$ cat config.mk
export PLATFORM = sky130hd
export DESIGN_NAME = rv_core
export DESIGN_NICKNAME = d
export VERILOG_FILES = /design/src/hdl/rv_pkg.sv /design/src/hdl/alu.sv /design/src/hdl/core_seq.sv /design/src/hdl/inst_decoder.sv /design/src/hdl/mem_port.sv /design/src/hdl/reg_file.sv /design/src/hdl/rv_core.sv
export SDC_FILE = /design/constraint.sdc
export NUM_CORES = 2
export LEC_CHECK = 0
export ABC_AREA = 0
export BUFFER_PORTS_ARGS = -buffer_cell sky130_fd_sc_hd__buf_4
export CAP_MARGIN = 10
export CORE_MARGIN = 10
export CORE_UTILIZATION = 30
export CTS_CLUSTER_SIZE = 30
export DETAILED_ROUTE_END_ITERATION = 8
export GPL_ROUTABILITY_DRIVEN = 0
export PLACE_DENSITY = 0.47
export REMOVE_ABC_BUFFERS = 1
export SYNTH_ARGS = -nofsm -noshare
export SYNTH_HDL_FRONTEND = slang
export SYNTH_HIERARCHICAL = 1
export SYNTH_SLANG_ARGS = --single-unit
$ cat constraint.sdc
create_clock -name memory_ready -period 6.6 [get_ports memory_ready]
set_clock_uncertainty 0.05 [all_clocks]
set_input_delay 1.32 -clock memory_ready [delete_from_list [all_inputs] [get_ports memory_ready]]
set_output_delay 1.32 -clock memory_ready [all_outputs]
set_load 0.005 [all_outputs]
$ cat src/hdl/rv_pkg.sv
package rv_pkg;

    localparam int xlen      = 32;
    localparam int reg_idx_w = 5;

    localparam logic [6:0] opc_op_imm = 7'b0010011;
    localparam logic [6:0] opc_op     = 7'b0110011;
    localparam logic [6:0] opc_lui    = 7'b0110111;
    localparam logic [6:0] opc_auipc  = 7'b0010111;
    localparam logic [6:0] opc_branch = 7'b1100011;
    localparam logic [6:0] opc_jal    = 7'b1101111;
    localparam logic [6:0] opc_jalr   = 7'b1100111;
    localparam logic [6:0] opc_load   = 7'b0000011;
    localparam logic [6:0] opc_store  = 7'b0100011;

    localparam logic [2:0] f3_add_sub = 3'b000;
    localparam logic [2:0] f3_sll     = 3'b001;
    localparam logic [2:0] f3_slt     = 3'b010;
    localparam logic [2:0] f3_sltu    = 3'b011;
    localparam logic [2:0] f3_xor     = 3'b100;
    localparam logic [2:0] f3_srl_sra = 3'b101;
    localparam logic [2:0] f3_or      = 3'b110;
    localparam logic [2:0] f3_and     = 3'b111;

    localparam logic [2:0] f3_beq  = 3'b000;
    localparam logic [2:0] f3_bne  = 3'b001;
    localparam logic [2:0] f3_blt  = 3'b100;
    localparam logic [2:0] f3_bge  = 3'b101;
    localparam logic [2:0] f3_bltu = 3'b110;
    localparam logic [2:0] f3_bgeu = 3'b111;

    localparam logic [2:0] f3_word = 3'b010; // LW and SW only
    localparam logic [2:0] f3_jalr = 3'b000;

    typedef enum logic [3:0] {
        alu_add, alu_sub, alu_slt, alu_sltu, alu_xor, alu_or,
        alu_and, alu_sll, alu_srl, alu_sra, alu_pass_b
    } alu_op_t;

    typedef enum logic [2:0] {
        br_beq, br_bne, br_blt, br_bge, br_bltu, br_bgeu
    } br_cond_t;

    typedef enum logic [3:0] {
        cls_alu_reg, cls_alu_imm, cls_lui, cls_auipc, cls_branch,
        cls_jal, cls_jalr, cls_load, cls_store, cls_nop
    } inst_class_t;

    typedef enum logic [1:0] {st_fetch, st_decode, st_memory, st_writeback} seq_state_t;

    typedef enum logic [1:0] {mk_fetch, mk_load, mk_store} mem_kind_t;

endpackage

$ cat src/hdl/alu.sv
module alu (
    input  rv_pkg::alu_op_t         alu_op,
    input  rv_pkg::br_cond_t        br_cond,
    input  logic [rv_pkg::xlen-1:0] a,
    input  logic [rv_pkg::xlen-1:0] b,
    output logic [rv_pkg::xlen-1:0] result,
    output logic                    br_taken
);
    import rv_pkg::*;

    logic [$clog2(xlen)-1:0] shamt;
    logic                    lt_signed;
    logic                    lt_unsigned;
    logic                    equal;

    assign shamt       = b[$clog2(xlen)-1:0];
    assign lt_signed   = $signed(a) < $signed(b);
    assign lt_unsigned = a < b;
    assign equal       = (a == b);

    always_comb begin
        case (alu_op)
            alu_add:    result = a + b;
            alu_sub:    result = a - b;
            alu_slt:    result = {{(xlen-1){1'b0}}, lt_signed};
            alu_sltu:   result = {{(xlen-1){1'b0}}, lt_unsigned};
            alu_xor:    result = a ^ b;
            alu_or:     result = a | b;
            alu_and:    result = a & b;
            alu_sll:    result = a << shamt;
            alu_srl:    result = a >> shamt;
            alu_sra:    result = $signed(a) >>> shamt; // Sign fill
            alu_pass_b: result = b;
            default:    result = a + b;
        endcase
    end

    always_comb begin
        case (br_cond)
            br_beq:  br_taken = equal;
            br_bne:  br_taken = !equal;
            br_blt:  br_taken = lt_signed;
            br_bge:  br_taken = !lt_signed;
            br_bltu: br_taken = lt_unsigned;
            br_bgeu: br_taken = !lt_unsigned;
            default: br_taken = 1'b0;
        endcase
    end

endmodule

$ cat src/hdl/core_seq.sv
module core_seq #(
    parameter logic [rv_pkg::xlen-1:0] reset_pc = '0
) (
    input  logic                         memory_ready,
    input  logic                         rst_n,
    input  logic [rv_pkg::reg_idx_w-1:0] rd_idx,
    input  logic [rv_pkg::xlen-1:0]      imm,
    input  rv_pkg::inst_class_t          inst_class,
    input  logic                         use_imm,
    input  logic [rv_pkg::xlen-1:0]      rs1_data,
    input  logic [rv_pkg::xlen-1:0]      rs2_data,
    input  logic [rv_pkg::xlen-1:0]      alu_result,
    input  logic                         br_taken,
    output logic [rv_pkg::xlen-1:0]      instr,
    output logic [rv_pkg::xlen-1:0]      alu_a,
    output logic [rv_pkg::xlen-1:0]      alu_b,
    output logic                         wr_en,
    output logic [rv_pkg::reg_idx_w-1:0] wr_idx,
    output logic [rv_pkg::xlen-1:0]      wr_data,
    output logic                         access_start,
    output rv_pkg::mem_kind_t            access_kind,
    output logic [rv_pkg::xlen-1:0]      access_addr,
    output logic [rv_pkg::xlen-1:0]      access_wdata,
    input  logic                         access_done,
    input  logic [rv_pkg::xlen-1:0]      access_rdata
);
    import rv_pkg::*;

    seq_state_t      state;
    logic [xlen-1:0] pc;
    logic            waiting; // Access issued, done not yet seen
    logic [xlen-1:0] pc_plus4;
    logic [xlen-1:0] pc_next;

    assign pc_plus4 = pc + xlen'(4);

    assign alu_a = (inst_class == cls_auipc) ? pc : rs1_data;
    assign alu_b = use_imm ? imm : rs2_data;

    // One request per fetch or memory phase
    assign access_start = (state == st_fetch || state == st_memory) && !waiting;
    assign access_kind  = (state == st_fetch) ? mk_fetch :
                          (inst_class == cls_store) ? mk_store : mk_load;
    assign access_addr  = (state == st_fetch) ? pc : alu_result;
    assign access_wdata = rs2_data;

    assign wr_en  = (state == st_writeback) &&
                    (inst_class inside {cls_alu_reg, cls_alu_imm, cls_lui, cls_auipc,
                                        cls_jal, cls_jalr, cls_load});
    assign wr_idx = rd_idx;

    always_comb begin
        case (inst_class)
            cls_load:          wr_data = access_rdata; // Held by the port
            cls_jal, cls_jalr: wr_data = pc_plus4;
            default:           wr_data = alu_result;
        endcase
    end

    always_comb begin
        case (inst_class)
            cls_branch: pc_next = br_taken ? pc + imm : pc_plus4;
            cls_jal:    pc_next = pc + imm;
            cls_jalr:   pc_next = {alu_result[xlen-1:1], 1'b0};
            default:    pc_next = pc_plus4;
        endcase
    end

    always_ff @(posedge memory_ready or negedge rst_n) begin
        if (!rst_n) begin
            state   <= st_fetch;
            pc      <= reset_pc;
            waiting <= 1'b0;
        end else begin
            if (access_start) begin
                waiting <= 1'b1;
            end else if (access_done) begin
                waiting <= 1'b0;
            end
            case (state)
                st_fetch: begin
                    if (access_done) begin
                        state <= st_decode;
                    end
                end
                st_decode: begin
                    if (inst_class inside {cls_load, cls_store}) begin
                        state <= st_memory;
                    end else begin
                        state <= st_writeback;
                    end
                end
                st_memory: begin
                    if (access_done) begin
                        state <= st_writeback;
                    end
                end
                default: begin
                    pc    <= pc_next;
                    state <= st_fetch;
                end
            endcase
        end
    end

    always_ff @(posedge memory_ready) begin
        if (state == st_fetch && access_done) begin
            instr <= access_rdata;
        end
    end

endmodule

$ cat src/hdl/inst_decoder.sv
module inst_decoder (
    input  logic [rv_pkg::xlen-1:0]      instr,
    output logic [rv_pkg::reg_idx_w-1:0] rs1_idx,
    output logic [rv_pkg::reg_idx_w-1:0] rs2_idx,
    output logic [rv_pkg::reg_idx_w-1:0] rd_idx,
    output logic [rv_pkg::xlen-1:0]      imm,
    output rv_pkg::inst_class_t          inst_class,
    output rv_pkg::alu_op_t              alu_op,
    output rv_pkg::br_cond_t             br_cond,
    output logic                         use_imm
);
    import rv_pkg::*;

    logic [6:0]      opcode;
    logic [2:0]      funct3;
    logic [xlen-1:0] imm_i;
    logic [xlen-1:0] imm_s;
    logic [xlen-1:0] imm_b;
    logic [xlen-1:0] imm_u;
    logic [xlen-1:0] imm_j;

    function automatic alu_op_t f3_to_alu(input logic [2:0] f3, input logic alt,
                                          input logic sub_ok);
        alu_op_t op;
        case (f3)
            f3_add_sub: op = (alt && sub_ok) ? alu_sub : alu_add; // No SUBI
            f3_sll:     op = alu_sll;
            f3_slt:     op = alu_slt;
            f3_sltu:    op = alu_sltu;
            f3_xor:     op = alu_xor;
            f3_srl_sra: op = alt ? alu_sra : alu_srl;
            f3_or:      op = alu_or;
            default:    op = alu_and;
        endcase
        return op;
    endfunction

    assign opcode  = instr[6:0];
    assign funct3  = instr[14:12];
    assign rs1_idx = instr[19:15];
    assign rs2_idx = instr[24:20];
    assign rd_idx  = instr[11:7];

    assign imm_i = {{20{instr[31]}}, instr[31:20]};
    assign imm_s = {{20{instr[31]}}, instr[31:25], instr[11:7]};
    assign imm_b = {{19{instr[31]}}, instr[31], instr[7], instr[30:25], instr[11:8], 1'b0};
    assign imm_u = {instr[31:12], 12'b0};
    assign imm_j = {{11{instr[31]}}, instr[31], instr[19:12], instr[20], instr[30:21], 1'b0};

    always_comb begin
        inst_class = cls_nop;
        alu_op     = alu_add;
        use_imm    = 1'b0;
        imm        = imm_i;
        case (opcode)
            opc_op_imm: begin
                inst_class = cls_alu_imm;
                alu_op     = f3_to_alu(funct3, instr[30], 1'b0);
                use_imm    = 1'b1;
            end
            opc_op: begin
                inst_class = cls_alu_reg;
                alu_op     = f3_to_alu(funct3, instr[30], 1'b1);
            end
            opc_lui: begin
                inst_class = cls_lui;
                alu_op     = alu_pass_b;
                use_imm    = 1'b1;
                imm        = imm_u;
            end
            opc_auipc: begin
                inst_class = cls_auipc;
                use_imm    = 1'b1;
                imm        = imm_u;
            end
            opc_branch: begin
                if (funct3[2:1] != 2'b01) begin // 010 and 011 are not branches
                    inst_class = cls_branch;
                end
                imm = imm_b;
            end
            opc_jal: begin
                inst_class = cls_jal;
                imm        = imm_j;
            end
            opc_jalr: begin
                if (funct3 == f3_jalr) begin
                    inst_class = cls_jalr;
                end
                use_imm = 1'b1;
            end
            opc_load: begin
                if (funct3 == f3_word) begin
                    inst_class = cls_load;
                end
                use_imm = 1'b1;
            end
            opc_store: begin
                if (funct3 == f3_word) begin
                    inst_class = cls_store;
                end
                use_imm = 1'b1;
                imm     = imm_s;
            end
            default: inst_class = cls_nop;
        endcase
    end

    always_comb begin
        case (funct3)
            f3_bne:  br_cond = br_bne;
            f3_blt:  br_cond = br_blt;
            f3_bge:  br_cond = br_bge;
            f3_bltu: br_cond = br_bltu;
            f3_bgeu: br_cond = br_bgeu;
            default: br_cond = br_beq; // Includes f3_beq
        endcase
    end

endmodule

$ cat src/hdl/mem_port.sv
module mem_port (
    input  logic                    memory_ready,
    input  logic                    rst_n,
    input  logic                    access_start,
    input  rv_pkg::mem_kind_t       access_kind,
    input  logic [rv_pkg::xlen-1:0] access_addr,
    input  logic [rv_pkg::xlen-1:0] access_wdata,
    output logic                    access_done,
    output logic [rv_pkg::xlen-1:0] access_rdata,
    output logic                    mem_req,
    output logic                    mem_we,
    output logic [rv_pkg::xlen-1:0] mem_addr,
    output logic [rv_pkg::xlen-1:0] mem_wdata,
    input  logic                    mem_ack,
    input  logic [rv_pkg::xlen-1:0] mem_rdata
);
    import rv_pkg::*;

    typedef enum logic [1:0] {ms_idle, ms_req, ms_release, ms_done} port_state_t;

    port_state_t state;

    assign access_done = (state == ms_done);

    always_ff @(posedge memory_ready or negedge rst_n) begin
        if (!rst_n) begin
            state   <= ms_idle;
            mem_req <= 1'b0;
            mem_we  <= 1'b0;
        end else begin
            case (state)
                ms_idle: begin
                    if (access_start) begin
                        mem_req <= 1'b1;
                        mem_we  <= (access_kind == mk_store);
                        state   <= ms_req;
                    end
                end
                ms_req: begin
                    if (mem_ack) begin // Data valid, drop request
                        mem_req <= 1'b0;
                        state   <= ms_release;
                    end
                end
                ms_release: begin
                    if (!mem_ack) begin // Memory has let go
                        mem_we <= 1'b0;
                        state  <= ms_done;
                    end
                end
                default: state <= ms_idle;
            endcase
        end
    end

    always_ff @(posedge memory_ready) begin
        if (state == ms_idle && access_start) begin
            mem_addr  <= access_addr;
            mem_wdata <= access_wdata;
        end
        if (state == ms_req && mem_ack) begin
            access_rdata <= mem_rdata;
        end
    end

endmodule

$ cat src/hdl/reg_file.sv
module reg_file (
    input  logic                         memory_ready,
    input  logic                         rst_n,
    input  logic [rv_pkg::reg_idx_w-1:0] rs1_idx,
    input  logic [rv_pkg::reg_idx_w-1:0] rs2_idx,
    output logic [rv_pkg::xlen-1:0]      rs1_data,
    output logic [rv_pkg::xlen-1:0]      rs2_data,
    input  logic                         wr_en,
    input  logic [rv_pkg::reg_idx_w-1:0] wr_idx,
    input  logic [rv_pkg::xlen-1:0]      wr_data
);
    import rv_pkg::*;

    localparam int num_regs = 2 ** reg_idx_w;

    logic [xlen-1:0] regs [1:num_regs-1]; // x0 is not stored

    always_ff @(posedge memory_ready or negedge rst_n) begin
        if (!rst_n) begin
            for (int i = 1; i < num_regs; i++) begin
                regs[i] <= '0;
            end
        end else if (wr_en && wr_idx != '0) begin
            regs[wr_idx] <= wr_data;
        end
    end

    assign rs1_data = (rs1_idx == '0) ? '0 : regs[rs1_idx];
    assign rs2_data = (rs2_idx == '0) ? '0 : regs[rs2_idx];

endmodule

$ cat src/hdl/rv_core.sv
module rv_core #(
    parameter logic [rv_pkg::xlen-1:0] reset_pc = '0
) (
    input  logic                    memory_ready,
    input  logic                    rst_n,
    output logic                    mem_req,
    output logic                    mem_we,
    output logic [rv_pkg::xlen-1:0] mem_addr,
    output logic [rv_pkg::xlen-1:0] mem_wdata,
    input  logic                    mem_ack,
    input  logic [rv_pkg::xlen-1:0] mem_rdata
);
    import rv_pkg::*;

    logic [xlen-1:0]      instr;
    logic [reg_idx_w-1:0] rs1_idx;
    logic [reg_idx_w-1:0] rs2_idx;
    logic [reg_idx_w-1:0] rd_idx;
    logic [xlen-1:0]      imm;
    inst_class_t          inst_class;
    alu_op_t              alu_op;
    br_cond_t             br_cond;
    logic                 use_imm;
    logic [xlen-1:0]      rs1_data;
    logic [xlen-1:0]      rs2_data;
    logic [xlen-1:0]      alu_a;
    logic [xlen-1:0]      alu_b;
    logic [xlen-1:0]      alu_result;
    logic                 br_taken;
    logic                 wr_en;
    logic [reg_idx_w-1:0] wr_idx;
    logic [xlen-1:0]      wr_data;
    logic                 access_start;
    mem_kind_t            access_kind;
    logic [xlen-1:0]      access_addr;
    logic [xlen-1:0]      access_wdata;
    logic                 access_done;
    logic [xlen-1:0]      access_rdata;

    core_seq #(
        .reset_pc(reset_pc)
    ) core_seq_inst (
        .memory_ready(memory_ready),
        .rst_n(rst_n),
        .rd_idx(rd_idx),
        .imm(imm),
        .inst_class(inst_class),
        .use_imm(use_imm),
        .rs1_data(rs1_data),
        .rs2_data(rs2_data),
        .alu_result(alu_result),
        .br_taken(br_taken),
        .instr(instr),
        .alu_a(alu_a),
        .alu_b(alu_b),
        .wr_en(wr_en),
        .wr_idx(wr_idx),
        .wr_data(wr_data),
        .access_start(access_start),
        .access_kind(access_kind),
        .access_addr(access_addr),
        .access_wdata(access_wdata),
        .access_done(access_done),
        .access_rdata(access_rdata)
    );

    inst_decoder inst_decoder_inst (
        .instr(instr),
        .rs1_idx(rs1_idx),
        .rs2_idx(rs2_idx),
        .rd_idx(rd_idx),
        .imm(imm),
        .inst_class(inst_class),
        .alu_op(alu_op),
        .br_cond(br_cond),
        .use_imm(use_imm)
    );

    reg_file reg_file_inst (
        .memory_ready(memory_ready),
        .rst_n(rst_n),
        .rs1_idx(rs1_idx),
        .rs2_idx(rs2_idx),
        .rs1_data(rs1_data),
        .rs2_data(rs2_data),
        .wr_en(wr_en),
        .wr_idx(wr_idx),
        .wr_data(wr_data)
    );

    alu alu_inst (
        .alu_op(alu_op),
        .br_cond(br_cond),
        .a(alu_a),
        .b(alu_b),
        .result(alu_result),
        .br_taken(br_taken)
    );

    mem_port mem_port_inst (
        .memory_ready(memory_ready),
        .rst_n(rst_n),
        .access_start(access_start),
        .access_kind(access_kind),
        .access_addr(access_addr),
        .access_wdata(access_wdata),
        .access_done(access_done),
        .access_rdata(access_rdata),
        .mem_req(mem_req),
        .mem_we(mem_we),
        .mem_addr(mem_addr),
        .mem_wdata(mem_wdata),
        .mem_ack(mem_ack),
        .mem_rdata(mem_rdata)
    );

endmodule

== Yosys cells after proc, flatten, opt, wreduce, memory -nomap -nowiden ==
Index checks and enable logic that the tools add are counted.
Word-level totals
  bits in registers: 1159
  bits of input ports: 35
  output and inout bits: 66
  logic and storage cells: 196
Cells by class
  add/sub/neg operators: 4
  $lt $le $gt $ge: 6
  equal/unequal tests: 53
  shift-type cells: 3
  mux-type cells: 50
  bitwise logic cells: 6
  reductions and logical operators: 33
Operator list (number)
  bitwise mux 992 bit: 1
  2-to-1 mux 32 bit: 11
  binary-select mux 32 bit (select 5 bit): 2
  one-hot mux 32 bit (10 select lines): 1
  demux 32 bit (select 5 bit): 1
  one-hot mux 31 bit (4 select lines): 1
  one-hot mux 32 bit (3 select lines): 1
  adder 32 bit: 2
  less-than comparator 32 bit: 2
  one-hot mux 32 bit (2 select lines): 1
  one-hot mux 4 bit (7 select lines): 2
  one-hot mux 4 bit (9 select lines): 1
  adder 32 x 3 -> 32 bit (second input constant): 1
  AND 32 bit: 1
  equality test 32 bit: 1
  equality test 4 x 3 -> 1 bit (second input constant): 8
  bitwise OR 32 bit: 1
  left shift 32 x 5 -> 32 bit: 1
  >> shifter 32 x 5 -> 32 bit: 1
  >>> shifter 32 x 5 -> 32 bit: 1
  subtractor 32 bit: 1
  bitwise XOR 32 bit: 1
  equality test 7 x 6 -> 1 bit (second input constant): 3
  equality test 7 bit (second input constant): 3
  38 further kinds: 106

== Depth between registers and ports, before layout ==
  depth in word-level cells: 11
  mapped depth: 34
  mapped depth without buffers: 27

== Hierarchy ==
The synthesis kept the hierarchy.
Modules (own cells, without submodules)
  reg_file: times used 1, cells each 3666, area each 53488.8 um^2, seq. area each 24823.8 um^2
  alu: times used 1, cells each 1321, area each 9377.7 um^2, seq. area each 0.0 um^2
  core_seq: times used 1, cells each 865, area each 7413.4 um^2, seq. area each 1836.8 um^2
  mem_port: times used 1, cells each 126, area each 3214.3 um^2, seq. area each 2982.9 um^2
  inst_decoder: times used 1, cells each 127, area each 854.6 um^2, seq. area each 0.0 um^2

== Least setup slack after synthesis ==
No wires, ideal clock.
  kind: register -> register
  start: reg core_seq_inst/instr[20] (netlist name)
  end: reg core_seq_inst.pc[31]
  setup time: 0.131 ns
  arrival time: 6.497 ns
  required time: 6.419 ns
  setup slack: -0.078 ns
  cell stages (with the launch flop): 35
  path buffers: 10
  clock period less this slack: 6.678 ns
  path through: edfxtp_1 buf_4 buf_4 buf_4 buf_2 mux4_2 mux2i_1 nand2_1 o211ai_1 o21ai_1 mux2_2 clkbuf_1 inv_2 buf_1 buf_1 ha_1 buf_6 nor2_4 o21ai_0 a21oi_2 o21ai_1 o211ai_2 a211oi_1 mux2i_1 xnor2_1 a311o_1 nor2_1 or3_1 clkbuf_1 nand2_1 buf_2 nor2_1 a22o_1 a22oi_1 nand3_1
Between the ends
  longest elaborated chain between the ends: 11
  elaborated cells on any way between the ends: 27
  those cells by class: 3 x add/sub; 2 x order compare; 1 x eq/ne; 3 x shift; 10 x mux; 4 x bitwise; 4 x reduce/logical
RTL lines
  start: declaration: RTL line core_seq.sv:14  | output logic [rv_pkg::xlen-1:0] instr,
  start signal: assignment: RTL line core_seq.sv:108  | instr <= access_rdata;
  inverter 5 -> 6 bit (not written as such): RTL line reg_file.sv:29  | assign rs2_data = (rs2_idx == '0) ? '0 : regs[rs2_idx];
  binary-select mux 32 bit (select 5 bit): RTL line reg_file.sv:29
  2-to-1 mux 32 bit (not written as such) (2 in a row): RTL line reg_file.sv:29
  2-to-1 mux 32 bit *: RTL line reg_file.sv:29
  net rs2_data[3]: RTL line rv_core.sv:25  | logic [xlen-1:0] rs2_data;
  2-to-1 mux 32 bit *: RTL line core_seq.sv:38  | assign alu_b = use_imm ? imm : rs2_data;
  net alu_b[3]: RTL line rv_core.sv:27  | logic [xlen-1:0] alu_b;
  less-than comparator 32 bit, or another cell as far along: RTL line alu.sv:18  | assign lt_unsigned = a < b;
  zero test 1 bit (on tied branches): RTL line alu.sv:45, alu.sv:41, alu.sv:43
  one-hot mux 1 bit (6 select lines) *: RTL line alu.sv:39  | case (br_cond)
  net br_taken: RTL line rv_core.sv:29  | logic br_taken;
  2-to-1 mux 32 bit *: RTL line core_seq.sv:62  | cls_branch: pc_next = br_taken ? pc + imm : pc_plus4;
  one-hot mux 32 bit (3 select lines) *: RTL line core_seq.sv:61  | case (inst_class)
  end signal: assignment: RTL line core_seq.sv:72  | pc <= reset_pc;
  end signal: assignment: RTL line core_seq.sv:99  | pc <= pc_next;
  end: declaration: RTL line core_seq.sv:30  | logic [xlen-1:0] pc;
The timed path passes the listed nets; every way through them passes the cells marked *. The select of a mux whose other input is x is not followed.
A chain may end at the register's enable or synchronous reset.

== Worst setup path in the final report ==
  start: reg core_seq_inst/instr[18] (netlist name)
  end: reg reg_file_inst/regs[301] (netlist name)
Between the ends
  longest elaborated chain between the ends: 10
  elaborated cells on any way between the ends: 18
  those cells by class: 2 x add/sub; 3 x shift; 8 x mux; 4 x bitwise; 1 x reduce/logical
RTL lines
  inverter 5 -> 6 bit (not written as such): RTL line reg_file.sv:28  | assign rs1_data = (rs1_idx == '0) ? '0 : regs[rs1_idx];
  binary-select mux 32 bit (select 5 bit): RTL line reg_file.sv:28
  2-to-1 mux 32 bit (not written as such) (2 in a row): RTL line reg_file.sv:28
  2-to-1 mux 32 bit *: RTL line reg_file.sv:28
  net rs1_data[1]: RTL line rv_core.sv:24  | logic [xlen-1:0] rs1_data;
  2-to-1 mux 32 bit *: RTL line core_seq.sv:37  | assign alu_a = (inst_class == cls_auipc) ? pc : rs1_data;
  net alu_a[1]: RTL line rv_core.sv:26  | logic [xlen-1:0] alu_a;
  adder 32 bit, or another cell as far along: RTL line alu.sv:23, alu.sv:34
  one-hot mux 32 bit (10 select lines) *: RTL line alu.sv:22  | case (alu_op)
  net alu_result[13]: RTL line rv_core.sv:28  | logic [xlen-1:0] alu_result;
  one-hot mux 32 bit (2 select lines) *: RTL line core_seq.sv:53  | case (inst_class)
  net wr_data[13]: RTL line rv_core.sv:32  | logic [xlen-1:0] wr_data;
  bitwise mux 992 bit *: RTL line reg_file.sv:24  | regs[wr_idx] <= wr_data;
  end signal: indexed assignment: RTL line reg_file.sv:24
  end: declaration: RTL line reg_file.sv:16  | logic [xlen-1:0] regs [1:num_regs-1];
Marks and branches as above.

==> impl_results.md <==
- Outcome: finished clean
- Flops & latches, synth: around 1200
- Final Hold Fails: 0
- Final ANT Viol Nets: 0
- Met3 usage: 0.0364
- Post-synthesis adder-cell area fraction: 0.0247
- Final period util: 0.988
- Most Used Layer, Global Route: met2
- Worst Slack Setup Final: 76.9 ps
- Mean Syn Cell Area: 12.2 µm²
- Synth top area share: 0.347
- Sequential share of the synthesized area: 0.399
- Row Count: 182
- Top cells by area in the synthesized netlist: dfrtp_1 (35%), mux2_2 (16%), mux4_2 (13%)
- Startpoint types: flip-flop
- Routed WL: 302000 µm
- Total negative slack: 0 ps
- Synth Area in Compound Gates: 0.0985
- Die W: 518 µm
- Worst setup EP type: flip-flop
- # hold bufs at CTS: 0
- Post-synth ARST share: 0.890
- Worst EP required: 7310 ps
- Share of cells above drive strength 1: 0.399
- Die area: 268000 µm²
- Final Util: 0.353
- Vias per inst: 5.76
- RR Startpoint: core_seq_inst/instr[18]
- Wire length per cell: 31.1 µm
- Leak Pwr: 38.4 nW
- Post-synthesis simple-gate area fraction: 0.0692
- Setup Viol. Count Final: 0
- Boundary Pins: around 100
- Fin area: 86800 µm²
- Via count: 55900
- Clock Pin Slew Worst Setup and Hold Paths: 60 ps
- Vias in the first global route: ~56000
- Overall power: 26.6 mW
- Cell family with most CP delay: simple AND/OR/NAND/NOR gates
- Initial antenna violation count: 26
- Top cell type by total area after synthesis: dfrtp_1
- Leading cell type in the layout, fill and taps excluded: mux2_2
- PwrDens: 307 nW/µm²
- H-tree levels: 4
- Clk Latency, worst-skew pair: 840 ps
- Main combinational cell family by area after synthesis: multiplexers
- First-pass GRT wire length: 430000 µm
- Die Y: 518 µm
- Final min period: 6520 ps
- Start point of the critical path: core_seq_inst/instr[18]
- Met2 Use GR: 0.343
- CTS buffer count: 141
- Post-synthesis mux area share: 0.355
- Fmax: ~150 MHz
- Slew headroom: 0.127
- Gr ovfl total: 0
- Layout Nets: 6446
- Port bufs: 100
- CP Max Fanout: 31
- Flop2flop setup slack: between 70 and 80 ps
- Synth Area in XOR/XNOR: 0.00707
- CP max stage delay: about 860 ps
- Clock sink total: between 1000 and 1500
- DRC marker count from the first detailed-route iteration: ~5700
- Yosys warns: 6
- Synth Flop Type: dfrtp_1
- End of the worst register-to-register path: reg_file_inst/regs[301]
- Setup Crit Path Kind: flip-flop to flip-flop
- CTS root buf: clkbuf_16
- Maximum buffer depth of the clock tree: 3
- Cell Area, Synth: 74300 µm²
- Crit path depth: 17
- Largest net degree at the start of global routing: approximately 150
- Initial Util: 0.302
- Distinct cells, synth: 130
- Min-Delay Path Class: flip-flop to flip-flop
- # placed instances: 9424
- CP Capture Point: reg_file_inst/regs[301]
- Final Max Slew Viols: 0
- Overall Global Routing Usage: 0.216
- Peak supply drop: 0.264 mV
- Critical-path cell list: or3_4 -> o32a_1 -> o221ai_1 -> mux2_2 -> inv_1 -> ha_1 -> a21oi_1 -> o21bai_1 -> or4b_4 -> buf_4 -> a21o_1 -> a31oi_1 -> o221ai_1 -> nor3_1 -> o22a_1 -> buf_12 -> mux2_2
- Placed instance area: 81800 µm²
- Worst Tran Pin Value: approximately 1300 ps
- DP Wirelength: slightly above 200000 µm
- Mapped Cells: 6105
- Max-Cap Viols: 0
- Drt pass-1 iters: 6
- CP arrival: just over 7000 ps
- TritonCTS clock tree: yes
- Pre-CTS setup slack: -117 ps
- Min Hold Slack: roughly 420 ps
- Non-Filler Instances: 9704
- Buffers and inverters on the worst path: 3
- Reg2reg path depth: 17
- Commonest non-fill, non-tap cells in the layout: mux2_2 (1053), dfrtp_1 (1031), buf_4 (527), mux4_2 (445), nor2_1 (300)
- CP max-delay cell: nor3_1
- Placeable Area: 246000 µm²
- Post-synth EDFFs: ~130
- GR Util met1: 0.292
- Residual DRC count: 0
- Area grow syn2layout: 16.8%
flip-flops by register name, indices dropped and copies added, names as in the netlist:
register and flops:
reg_file_inst/regs 992, mem_port_inst/mem_we 1, mem_port_inst/access_rdata 32, mem_port_inst/mem_wdata 32, core_seq_inst/pc 32, mem_port_inst/state 2
core_seq_inst/instr 32, core_seq_inst/state 2, mem_port_inst/mem_req 1, core_seq_inst/waiting 1, mem_port_inst/mem_addr 32
layout make-up:
| class | instances | area [µm²] |
|---|---|---|
| sequential | 1159 | 29600 |
| antenna | 8 | 20.0 |
| clock inverter | 54 | 611 |
| multi-input combinational | 4217 | 41700 |
| timing repair buffer | 638 | 6130 |
| inverter | 110 | 413 |
| fill | 24100 | 159000 |
| tap | 3312 | 4140 |
| clock buffer | 206 | 4130 |
synth_stat cells, drive strengths merged, types with 9 or more instances:
master	count
mux2	1211
dfrtp	1031
mux4	452
buf	348
nor2	318
nand2	280
clkbuf	271
mux2i	254
a21oi	220
o21ai	203
ha	141
edfxtp	128
inv	108
nor2b	105
nor3	102
a221oi	99
nand3	68
a31oi	67
a22oi	60
o211ai	59
a21o	55
xnor2	35
nand4	29
o221ai	29
and2	28
nand2b	28
and3	26
xor2	25
a211oi	23
a22o	22
o32a	22
o22ai	20
o21bai	16
o31ai	16
nor4	15
o22a	15
or3	15
o2111ai	14
o21a	14
a2111oi	9
worst min-delay path by stage:
stage | from | to | slack (ps) | depth (start not counted)
CTS | core_seq_inst/waiting | core_seq_inst/waiting | 430 | 1
finish | core_seq_inst/waiting | core_seq_inst/waiting | 420 | 1
detailed placement | core_seq_inst/waiting | core_seq_inst/waiting | 420 | 1
global route | mem_port_inst/access_rdata[26] | core_seq_inst/instr[26] | 450 | 0
global placement | core_seq_inst/waiting | core_seq_inst/waiting | 420 | 1
floorplan | mem_port_inst/access_rdata[10] | core_seq_inst/instr[10] | 370 | 0
power breakdown:
group          internal, mW  switching (mW)
registers              7.70           0.459
logic                  3.88            6.55
clock network          4.68            3.34
kinds of logic (layout without fill, tap and decap cells):
logic type / after synthesis / after routing
adders and majority gates: 145 / 145
DFF: 1159 / 1159
muxes: 1917 / 1917
buffers and inverters: 729 / 1008
AOI/OAI and AO/OA: 1033 / 1033
and+or+nand+nor: 1062 / 1062
other: 0 / 8
xor gates and xnor gates: 60 / 60
routing by layer:
metal	vias to the layer above	part of all wire
met5	-	0.00026
met4	14	0.048
met3	540	0.065
met2	2305	0.46
met1	29500	0.43
li1	23500	-
repair_timing:
action,CTS,global route
setup endpoints to repair,129,555
setup buffers,0,11
resized for setup,4,35
pin swaps,0,1
gates cloned,0,1
Power figures use the tool's default switching activity.
